File: src/rv_defines.svh
// Core widths, reset address and RV32I opcode values that RTL and testbench include
`ifndef RV_DEFINES_SVH
`define RV_DEFINES_SVH

// ======================================================================
// Widths
// ======================================================================

`define RV_XLEN       32
`define RV_NUM_REGS   32
`define RV_REG_IDX_W  5

// First fetch address out of reset
`define RV_RESET_PC   32'h0000_0000

// ======================================================================
// Major opcodes in bits [6:0] of the instruction word
// ======================================================================

`define RV_OP_REG     7'b0110011
`define RV_OP_IMM     7'b0010011
`define RV_OP_LUI     7'b0110111
`define RV_OP_BRANCH  7'b1100011
`define RV_OP_JAL     7'b1101111
`define RV_OP_STORE   7'b0100011

`endif

File: src/rv_pkg.sv
// Shared package of word and index types, enums and the bundles passed between core blocks
`include "rv_defines.svh"

package rv_pkg;

   // ===================================================================
   // Plain vectors
   // ===================================================================

   // Data word, address or instruction
   typedef logic [`RV_XLEN-1:0]      word_t;
   typedef logic [`RV_REG_IDX_W-1:0] reg_idx_t;

   // ===================================================================
   // Enums
   // ===================================================================

   // EQ and NE only produce the branch condition
   typedef enum logic [2:0] {
      ALU_ADD,
      ALU_SUB,
      ALU_AND,
      ALU_OR,
      ALU_XOR,
      ALU_EQ,
      ALU_NE
   } alu_op_e;

   typedef enum logic [1:0] {
      REQUEST,
      RESPONSE,
      HOLD
   } fetch_state_e;

   // ===================================================================
   // Bundles
   // ===================================================================

   typedef struct packed {
      alu_op_e  alu_op;
      logic     use_imm;     // Operand B from imm instead of rs2
      word_t    imm;
      reg_idx_t rs1;
      reg_idx_t rs2;
      reg_idx_t rd;
      logic     reg_write;
      logic     is_lui;
      logic     is_branch;
      logic     is_jal;
      logic     is_store;
   } ctrl_t;

   typedef struct packed {
      word_t addr;
   } imem_req_t;

   typedef struct packed {
      word_t addr;
      word_t data;
   } store_req_t;

   // Next-PC answer from execute
   typedef struct packed {
      logic  taken;
      word_t target;
   } redirect_t;

endpackage

File: src/rv_fetch.sv
// Fetch unit holding the PC, the code-memory handshake and the instruction handed to execute
`timescale 1ns/1ns
`include "rv_defines.svh"

module rv_fetch (
   input  logic              clk,
   input  logic              rst_n,
   output rv_pkg::imem_req_t imem_req,
   output logic              imem_valid,
   input  logic              imem_ready,
   input  rv_pkg::word_t     imem_rdata,
   output rv_pkg::word_t     instr,
   output rv_pkg::word_t     pc,
   output logic              instr_valid,
   input  logic              instr_ready,
   input  rv_pkg::redirect_t redirect
);

   import rv_pkg::*;

   fetch_state_e state;
   fetch_state_e state_next;
   logic         imem_valid_q;
   word_t        pc_q;
   word_t        pc_next;
   word_t        instr_q;
   logic         imem_accept;
   logic         instr_accept;

   assign imem_accept  = imem_valid_q & imem_ready;
   assign instr_valid  = (state == HOLD);
   assign instr_accept = instr_valid & instr_ready;

   // Redirect is only looked at on the accepting edge
   assign pc_next = redirect.taken ? redirect.target : pc_q + word_t'(4);

   // ======================================================================
   // Fetch FSM
   // ======================================================================

   always_comb begin
      state_next = state;
      case (state)
         REQUEST: begin
            if (imem_accept) begin
               state_next = RESPONSE;
            end
         end
         // Read data is only there for one cycle
         RESPONSE: begin
            state_next = HOLD;
         end
         HOLD: begin
            if (instr_ready) begin
               state_next = REQUEST;
            end
         end
         default: begin
            state_next = REQUEST;
         end
      endcase
   end

   always_ff @(posedge clk or negedge rst_n) begin
      if (!rst_n) begin
         state        <= REQUEST;
         imem_valid_q <= 1'b0;
         pc_q         <= `RV_RESET_PC;
         // ADDI x0, x0, 0
         instr_q      <= {25'd0, `RV_OP_IMM};
      end else begin
         state        <= state_next;
         imem_valid_q <= (state_next == REQUEST);
         if (state == RESPONSE) begin
            instr_q <= imem_rdata;
         end
         if (instr_accept) begin
            pc_q <= pc_next;
         end
      end
   end

   assign imem_req.addr = pc_q;
   assign imem_valid    = imem_valid_q;
   assign instr         = instr_q;
   assign pc            = pc_q;

   // Request address must not move while the memory stalls
   a_imem_req_stable: assert property (
      @(posedge clk) disable iff (!rst_n)
      imem_valid && !imem_ready |=> imem_valid && $stable(imem_req)
   ) else $error("imem request changed while stalled");

endmodule

File: src/rv_decoder.sv
// Combinational decode of the held instruction word into the execute control bundle
`timescale 1ns/1ns
`include "rv_defines.svh"

module rv_decoder (
   input  rv_pkg::word_t instr,
   output rv_pkg::ctrl_t ctrl
);

   import rv_pkg::*;

   logic [6:0] opcode;
   logic [2:0] funct3;
   logic [6:0] funct7;
   word_t      imm_i;
   word_t      imm_s;
   word_t      imm_b;
   word_t      imm_u;
   word_t      imm_j;

   assign opcode = instr[6:0];
   assign funct3 = instr[14:12];
   assign funct7 = instr[31:25];

   // ======================================================================
   // Immediates rebuilt and sign-extended from bit 31
   // ======================================================================

   assign imm_i = {{20{instr[31]}}, instr[31:20]};
   assign imm_s = {{20{instr[31]}}, instr[31:25], instr[11:7]};
   assign imm_b = {{19{instr[31]}}, instr[31], instr[7], instr[30:25], instr[11:8], 1'b0};
   assign imm_u = {instr[31:12], 12'b0};
   assign imm_j = {{11{instr[31]}}, instr[31], instr[19:12], instr[20], instr[30:21], 1'b0};

   // ======================================================================
   // Opcode decode
   // ======================================================================

   always_comb begin
      // Default is a no-op that just steps the PC
      ctrl           = '0;
      ctrl.alu_op    = ALU_ADD;
      ctrl.imm       = imm_i;
      ctrl.rs1       = instr[19:15];
      ctrl.rs2       = instr[24:20];
      ctrl.rd        = instr[11:7];

      case (opcode)
         `RV_OP_REG: begin
            ctrl.reg_write = 1'b1;
            if (funct3 == 3'b000 && funct7 == 7'b0100000) begin
               ctrl.alu_op = ALU_SUB;
            end else if (funct7 != 7'b0000000) begin
               ctrl.reg_write = 1'b0;
            end else begin
               case (funct3)
                  3'b000:  ctrl.alu_op = ALU_ADD;
                  3'b100:  ctrl.alu_op = ALU_XOR;
                  3'b110:  ctrl.alu_op = ALU_OR;
                  3'b111:  ctrl.alu_op = ALU_AND;
                  // Shifts and compares are not built
                  default: ctrl.reg_write = 1'b0;
               endcase
            end
         end
         `RV_OP_IMM: begin
            ctrl.use_imm   = 1'b1;
            ctrl.reg_write = (funct3 == 3'b000);
         end
         `RV_OP_LUI: begin
            ctrl.imm       = imm_u;
            ctrl.is_lui    = 1'b1;
            ctrl.reg_write = 1'b1;
         end
         `RV_OP_BRANCH: begin
            ctrl.imm = imm_b;
            if (funct3 == 3'b000) begin
               ctrl.alu_op    = ALU_EQ;
               ctrl.is_branch = 1'b1;
            end else if (funct3 == 3'b001) begin
               ctrl.alu_op    = ALU_NE;
               ctrl.is_branch = 1'b1;
            end
         end
         `RV_OP_JAL: begin
            ctrl.imm       = imm_j;
            ctrl.is_jal    = 1'b1;
            ctrl.reg_write = 1'b1;
         end
         `RV_OP_STORE: begin
            // ALU adds rs1 and imm for the address
            ctrl.imm      = imm_s;
            ctrl.use_imm  = 1'b1;
            ctrl.is_store = (funct3 == 3'b010);
         end
         default: begin
            ctrl.reg_write = 1'b0;
         end
      endcase
   end

endmodule

File: src/rv_regfile.sv
// Register file with two asynchronous read ports and one write port that execute instances
`timescale 1ns/1ns
`include "rv_defines.svh"

module rv_regfile (
   input  logic             clk,
   input  logic             rst_n,
   input  rv_pkg::reg_idx_t rs1,
   input  rv_pkg::reg_idx_t rs2,
   output rv_pkg::word_t    rs1_data,
   output rv_pkg::word_t    rs2_data,
   input  rv_pkg::reg_idx_t rd,
   input  rv_pkg::word_t    rd_data,
   input  logic             rd_write
);

   import rv_pkg::*;

   word_t regs [`RV_NUM_REGS];

   always_ff @(posedge clk or negedge rst_n) begin
      if (!rst_n) begin
         for (int i = 0; i < `RV_NUM_REGS; i++) begin
            regs[i] <= '0;
         end
      end else if (rd_write && rd != '0) begin
         regs[rd] <= rd_data;
      end
   end

   assign rs1_data = regs[rs1];
   assign rs2_data = regs[rs2];

   // x0 stays zero across all writes
   a_x0_zero: assert property (
      @(posedge clk) disable iff (!rst_n)
      (rs1 != '0 || rs1_data == '0) && (rs2 != '0 || rs2_data == '0)
   ) else $error("x0 read back non-zero");

endmodule

File: src/rv_execute.sv
// Execute stage with operand select, ALU, branch decision, write-back and the store port
`timescale 1ns/1ns

module rv_execute (
   input  logic               clk,
   input  logic               rst_n,
   input  rv_pkg::ctrl_t      ctrl,
   input  rv_pkg::word_t      pc,
   input  logic               instr_valid,
   output logic               instr_ready,
   output rv_pkg::redirect_t  redirect,
   output rv_pkg::store_req_t store_req,
   output logic               store_valid,
   input  logic               store_ready
);

   import rv_pkg::*;

   word_t rs1_data;
   word_t rs2_data;
   word_t op_b;
   word_t alu_res;
   logic  alu_cond;
   word_t pc_plus4;
   word_t wb_data;
   logic  accept;

   rv_regfile i_regfile (
      .clk      (clk),
      .rst_n    (rst_n),
      .rs1      (ctrl.rs1),
      .rs2      (ctrl.rs2),
      .rs1_data (rs1_data),
      .rs2_data (rs2_data),
      .rd       (ctrl.rd),
      .rd_data  (wb_data),
      .rd_write (ctrl.reg_write & accept)
   );

   // ======================================================================
   // ALU
   // ======================================================================

   assign op_b = ctrl.use_imm ? ctrl.imm : rs2_data;

   always_comb begin
      alu_res  = '0;
      alu_cond = 1'b0;
      case (ctrl.alu_op)
         ALU_ADD: alu_res  = rs1_data + op_b;
         ALU_SUB: alu_res  = rs1_data - op_b;
         ALU_AND: alu_res  = rs1_data & op_b;
         ALU_OR:  alu_res  = rs1_data | op_b;
         ALU_XOR: alu_res  = rs1_data ^ op_b;
         ALU_EQ:  alu_cond = (rs1_data == op_b);
         ALU_NE:  alu_cond = (rs1_data != op_b);
         default: alu_res  = '0;
      endcase
   end

   // ======================================================================
   // Write-back and next PC
   // ======================================================================

   assign pc_plus4 = pc + word_t'(4);

   always_comb begin
      if (ctrl.is_jal) begin
         wb_data = pc_plus4;
      end else if (ctrl.is_lui) begin
         wb_data = ctrl.imm;
      end else begin
         wb_data = alu_res;
      end
   end

   assign redirect.taken  = ctrl.is_jal | (ctrl.is_branch & alu_cond);
   assign redirect.target = pc + ctrl.imm;

   // Only a stalled store holds the instruction back
   assign instr_ready = ~ctrl.is_store | store_ready;
   assign accept      = instr_valid & instr_ready;

   // Store address comes out of the ALU adder
   assign store_valid    = instr_valid & ctrl.is_store;
   assign store_req.addr = alu_res;
   assign store_req.data = rs2_data;

   // Payload held by fetch keeping the instruction in HOLD
   a_store_req_stable: assert property (
      @(posedge clk) disable iff (!rst_n)
      store_valid && !store_ready |=> store_valid && $stable(store_req)
   ) else $error("store request changed while stalled");

endmodule

File: src/rv_core.sv
// Core top level that ties fetch, decode and execute to the code and data memory ports
`timescale 1ns/1ns

module rv_core (
   input  logic               clk,
   input  logic               rst_n,
   // Code memory
   output rv_pkg::imem_req_t  imem_req,
   output logic               imem_valid,
   input  logic               imem_ready,
   input  rv_pkg::word_t      imem_rdata,
   // Data memory, write only
   output rv_pkg::store_req_t store_req,
   output logic               store_valid,
   input  logic               store_ready
);

   import rv_pkg::*;

   word_t     instr;
   word_t     pc;
   logic      instr_valid;
   logic      instr_ready;
   ctrl_t     ctrl;
   redirect_t redirect;

   rv_fetch i_fetch (
      .clk         (clk),
      .rst_n       (rst_n),
      .imem_req    (imem_req),
      .imem_valid  (imem_valid),
      .imem_ready  (imem_ready),
      .imem_rdata  (imem_rdata),
      .instr       (instr),
      .pc          (pc),
      .instr_valid (instr_valid),
      .instr_ready (instr_ready),
      .redirect    (redirect)
   );

   rv_decoder i_decoder (
      .instr (instr),
      .ctrl  (ctrl)
   );

   rv_execute i_execute (
      .clk         (clk),
      .rst_n       (rst_n),
      .ctrl        (ctrl),
      .pc          (pc),
      .instr_valid (instr_valid),
      .instr_ready (instr_ready),
      .redirect    (redirect),
      .store_req   (store_req),
      .store_valid (store_valid),
      .store_ready (store_ready)
   );

endmodule

File: config.mk
export PLATFORM = sky130hd
export DESIGN_NAME = rv_core
export DESIGN_NICKNAME = d
export VERILOG_FILES = /design/src/rv_pkg.sv /design/src/rv_fetch.sv /design/src/rv_decoder.sv /design/src/rv_regfile.sv /design/src/rv_execute.sv /design/src/rv_core.sv
export VERILOG_INCLUDE_DIRS = /design/src
export SDC_FILE = /design/constraint.sdc
export NUM_CORES = 2
export LEC_CHECK = 0
export ABC_AREA = 1
export CORE_UTILIZATION = 34
export DETAILED_ROUTE_END_ITERATION = 8
export DONT_BUFFER_PORTS = 1
export SYNTH_ARGS = -nofsm -noshare
export SYNTH_HDL_FRONTEND = slang
export SYNTH_SLANG_ARGS = --single-unit
File: constraint.sdc
create_clock -name clk -period 6.52 [get_ports clk]
set_input_delay 1.304 -clock clk [delete_from_list [all_inputs] [get_ports clk]]
set_output_delay 1.304 -clock clk [all_outputs]
set_load 0.1 [all_outputs]
After elaboration in Yosys (flattened, before gate mapping)
Cells that the tools add are included.
{"block": "totals", "regBits": 1091, "input_bits": 36}
{"block": "op_classes", "addsub": 4, "n_lt_le_gt_ge": 4, "eq_ne": 22, "muxes": 36, "n_bitwise": 14, "n_reduce_logical": 12}
{"cell": "$bwmux 1024", "count": 1}
{"cell": "$bmux 32 s5", "count": 2}
{"cell": "$mux 32", "count": 9}
{"cell": "$demux 32 s5", "count": 1}
{"cell": "$pmux 32 s5", "count": 1}
{"cell": "$pmux 31 s4", "count": 1}
{"cell": "$add 32x32->32", "count": 2}
{"cell": "$add 32x3->32 const B", "count": 1}
{"cell": "$and 32x32->32", "count": 1}
{"cell": "$eq 32x32->1", "count": 1}
{"cell": "$ne 32x32->1", "count": 1}
{"cell": "$or 32x32->32", "count": 1}
{"cell": "$sub 32x32->32", "count": 1}
{"cell": "$xor 32x32->32", "count": 1}
{"cell": "$eq 7x6->1 const B", "count": 4}
{"cell": "$eq 3x3->1 const B", "count": 6}
{"cell": "$ge 6x6->1 const B", "count": 3}
{"cell": "$not 5->6", "count": 3}
{"cell": "$eq 7x7->1 const B", "count": 2}
{"cell": "$mux 3", "count": 4}
{"cell": "$mux 1", "count": 10}
{"cell": "$eq 3x2->1 const B", "count": 3}
{"cell": "$pmux 3 s3", "count": 1}
{"cell": "$eq 7x5->1 const B", "count": 1}
{"cell": "19 further kinds", "count": 31}

Logic depth before layout (Yosys ltp)
{"block": "depth", "ltp_word": 10, "depth_mapped": 34}

Modules after synthesis
A second synthesis with hierarchy kept.
{"block": "hier_totals", "hier_cells": 10966, "area_unflattened_um2": 71030.6}
{"mod": "rv_regfile", "instances": 1, "cells_each": 8270, "area_each_um2": 56050.0, "seq_area_each_um2": 25624.6}
{"mod": "rv_execute", "instances": 1, "cells_each": 1968, "area_each_um2": 10148.5, "seq_area_each_um2": 0.0}
{"mod": "rv_fetch", "instances": 1, "cells_each": 531, "area_each_um2": 3851.2, "seq_area_each_um2": 1680.4}
{"mod": "rv_decoder", "instances": 1, "cells_each": 197, "area_each_um2": 980.9, "seq_area_each_um2": 0.0}

Worst setup path before layout
Ideal clock, no wire load.
{"block": "synth_timing", "path_kind": "register to output", "startpoint": "register i_fetch.instr_q[20], in the netlist i_fetch.instr[20]", "endpoint": "output port store_req[55] (netlist bit)", "arrival_ns": 4.871, "t_required_ns": 5.216, "path_slack_ns": 0.345, "path_stages_with_launch": 24, "path_cell_list": "dfrtp_1 -> clkinv_1 -> buf_2 -> clkbuf_1 -> clkbuf_1 -> a21oi_1 -> o211ai_1 -> nand3_1 -> nand3_1 -> nand2_1 -> o21ai_0 -> inv_1 -> ha_1 -> clkbuf_1 -> nor2_1 -> inv_1 -> nor2_1 -> nand2_1 -> inv_1 -> nand3_1 -> nand3_1 -> nand2_1 -> nand3_1 -> nand3_1"}
{"item": "from (decl)", "line": "rv_fetch.sv:26", "text": "word_t instr_q;"}
{"item": "from (signal assigned)", "line": "rv_fetch.sv:70", "text": "instr_q <= {25'd0, `RV_OP_IMM};"}
{"item": "from (signal assigned)", "line": "rv_fetch.sv:75", "text": "instr_q <= imem_rdata;"}
{"item": "to (decl)", "line": "rv_core.sv:13", "text": "output rv_pkg::store_req_t store_req,"}

==> metrics.cfg <==
[run_status]
outcome = finished with violations
violations = capacitance limit, slew limit

[cts]
cts-hold-fix-buffers = 0
cts_root_buf = clkbuf_16
numCtsBuffers = 130
clkSinkCount = 1091
clk_pin_slew_ns = 0.06
h-tree-depth = 4
insertion_delay_ns = 0.80
clk_path_buf_depth = 3
cts_tree = built

[sta]
timing_hold_violations_final = 0
setup_slack_ns = 0.0923
period_needed_ns = 6.43
clock.fmax_mhz = 156
grt_setup_unrepaired = yes
worst_pin_slew_ns = 1.56
fin_crit_sh_pct = 98.6
final_max_slew_viol_count = 4
setup_violations = 0
maxSlewHeadroom_pct = -4.94
clock_skew_ns = 0.0412

[grt]
grt_overflow = 0
grt_pass1_wl_mm = 503
antenna_found_initial = 14
grt_usage_pct = 32.1
first_global_vias = 72700
grt_max_degree = 151

[layout]
regArea_mm2 = 0.0273
drive_gt1_share_pct = 11.0
fill_cells = 21500
multi_input_area_mm2 = 0.0381
areaGrowthSynthToFinish_pct = 16.9
fin_nets = 10800

[yosys]
yosysWarnings = 0
synth_top_area_cell = dfrtp_1
synth_edf_count = 0
synth.avg_cell_area_um2 = 6.67
synth_top_area_share_pct = 38.1
synth_area_mm2 = 0.0714
netlist_instances = 10700
ys_seq_elements = 1091
yosys-top-cells-area = dfrtp_1 38%, nand2_1 21%, o21ai_0 7.1%, a21oi_1 5.2%, nor2_1 4.2%
synth_nets = 10900
seq_area_frac_synth_pct = 38.2
async_flop_share_pct = 100
synth.distinct_cells = 57
ys.flop_type = dfrtp_1

[route]
viasPerCell = 5.84
drt_pre_antenna_iters = 9
drtIter0Drc = 12100
ant_nets = 0
totalWireLength_mm = 356
routedWlPerCell_um = 26.4
routed-via-count = 79000
route.detailed.drc = 0

[setup_path]
crit_type = flip-flop to primary output
end_kind = primary output
cpMaxStageDelayCell = dfrtp_4
crit_fanout = 25
worst_setup_path_start_kind = flip-flop
critPathMostFrequentCell = nand3_1
cp_cell_sequence = inv_8 > buf_16 > buf_12 > buf_12 > nand3_1 > nand3_1 > nand2_1 > nand2_1 > o21ai_2 > buf_4 > inv_1 > ha_4 > nor2_2 > inv_1 > nor2_2 > nand2_1 > inv_1 > nand3_1 > nand3_1 > nand2_1 > nand3_1 > nand3_1 > buf_12
rr_startpoint = i_fetch.instr[20]
worstPathRequired_ns = 5.22
rrSetupSlack_ns = 0.78
max_stage_delay_ns = 0.57
worstRegToRegCells = 24
r2r-end = i_fetch.imem_req[16]
cp.arrival_ns = 5.12

[hold_path]
hold_path.startpoint = i_execute.i_regfile.regs[1000]
worstHoldPathCells = 0
hold_class = flip-flop to flip-flop
hold_end = i_execute.i_regfile.regs[1000]

[floorplan]
ios = 134
die_area_mm2 = 0.212
die_h_um = 460
row_count = 167
core_area_mm2 = 0.208
fp.dieW_um = 460
start_util_pct = 34.3

[placed_design]
post-place-ws_ns = 0.291
hpwl_mm = 222
finalWeightedCongestion = 1.02
port_buffers = 0

[flow_run]
max-cap-violations = 2

## routing by layer
metal	wire length, um	track usage [%]	part of all wire, %
met1	143000	45.0	40
met2	144000	45.3	40
met3	48800	8.00	14
met4	20100	16.1	5.6
met5	27	0	0.0076
## synthesized netlist by cell type (all sizes together) (8+ instances only)
cell type,number
o21ai,1031
nand4,49
a31o,8
o22ai,97
o21bai,13
a21oi,738
dfrtp,1088
o2bb2ai,14
o311ai,13
o31ai,13
nand2,4001
xor2,55
nor3,50
clkbuf,463
o211ai,146
a221oi,24
a22oi,12
nor2,839
inv,805
buf,356
o221ai,112
ha,129
a32o,12
xnor2,14
nand3,570
## through the flow
step	instance area, um^2	hold WS (ns)	setup TNS, ns	cells	utilization, %
3_3_place_gp	76500	0.367	0	13200	36.8
5_1_grt	83400	0.400	-0.264	13500	40.1
4_1_cts	81800	0.381	-0.251	13500	39.3
2_1_floorplan	71400	0.420	0	10700	-
6_report	83500	0.377	0	13500	40.1
3_5_place_dp	76500	0.368	0	13200	36.8
## registers in the layout (all words and copies together), names as in the netlist
signal                    count
i_fetch.imem_req             32
i_execute.i_regfile.regs   1024
i_fetch.state                 2
i_fetch.instr                32
i_fetch.imem_valid            1
## critical path: cells and delay by family, from the launching register on
| kind | cells | cell delay (ns) |
|---|---|---|
| buf+inv | 9 | 1.66 |
| simple gates | 12 | 1.62 |
| flops | 1 | 0.57 |
| fa+ha+maj | 1 | 0.24 |
| compound gates | 1 | 0.10 |
## layout by cell type, fill, tap and decap left out, drive strengths merged, types with 146 or more instances in the layout
cell and count:
a21oi 738, buf 581, clkbuf 194, dfrtp 1088, inv 819, nand2 4001
nand3 570, nor2 839, o211ai 146, o21ai 1031
## cell families (layout without fill, tap and decap cells)
group	count (synthesis)	count (layout)	synth area share (%)
compound gates	2251	2251	17.7
mux	3	3	0.0473
simple gates	5531	5531	31.0
other cells	0	6	0
xor+xnor	69	69	0.847
fa+ha+maj	132	132	2.34
buf+inv	1628	1653	9.88
flops	1091	1091	38.2
## what timing repair did
| item | 4_1_cts | 5_1_grt |
|---|---|---|
| setup buffers | 15 | 36 |
| gates resized for setup | 147 | 246 |
| endpoints found under the setup margin | 29 | 29 |
| gates cloned | 12 | 17 |
| pin swaps | 3 | 20 |
## worst max-delay path by stage
stage,startpoint,endpoint,slack [ns],depth (start not counted)
6_report,i_fetch.instr[17],store_req[54],0.09,23
5_1_grt,i_fetch.instr[20],store_req[57],-0.05,24
4_1_cts,i_fetch.instr[21],store_req[55],-0.10,23
3_5_place_dp,i_fetch.instr[15],store_req[55],0.29,22
3_3_place_gp,i_fetch.instr[15],store_req[45],0.20,22
2_1_floorplan,i_fetch.instr[20],store_req[55],0.35,23
## final cells by class
class | count | area share [%]
Multi-Input combinational cell | 7986 | 45.6
Inverter | 809 | 3.80
Timing Repair inverter | 9 | 0.118
Clock inverter | 54 | 0.895
Tap cell | 2788 | 4.18
Timing Repair Buffer | 600 | 8.07
Sequential cell | 1091 | 32.8
Clock buffer | 181 | 4.51
Antenna cell | 6 | 0.0180
Power is not shown: default switching activity piles up to over one toggle a cycle in this logic, so the estimate is an artifact.
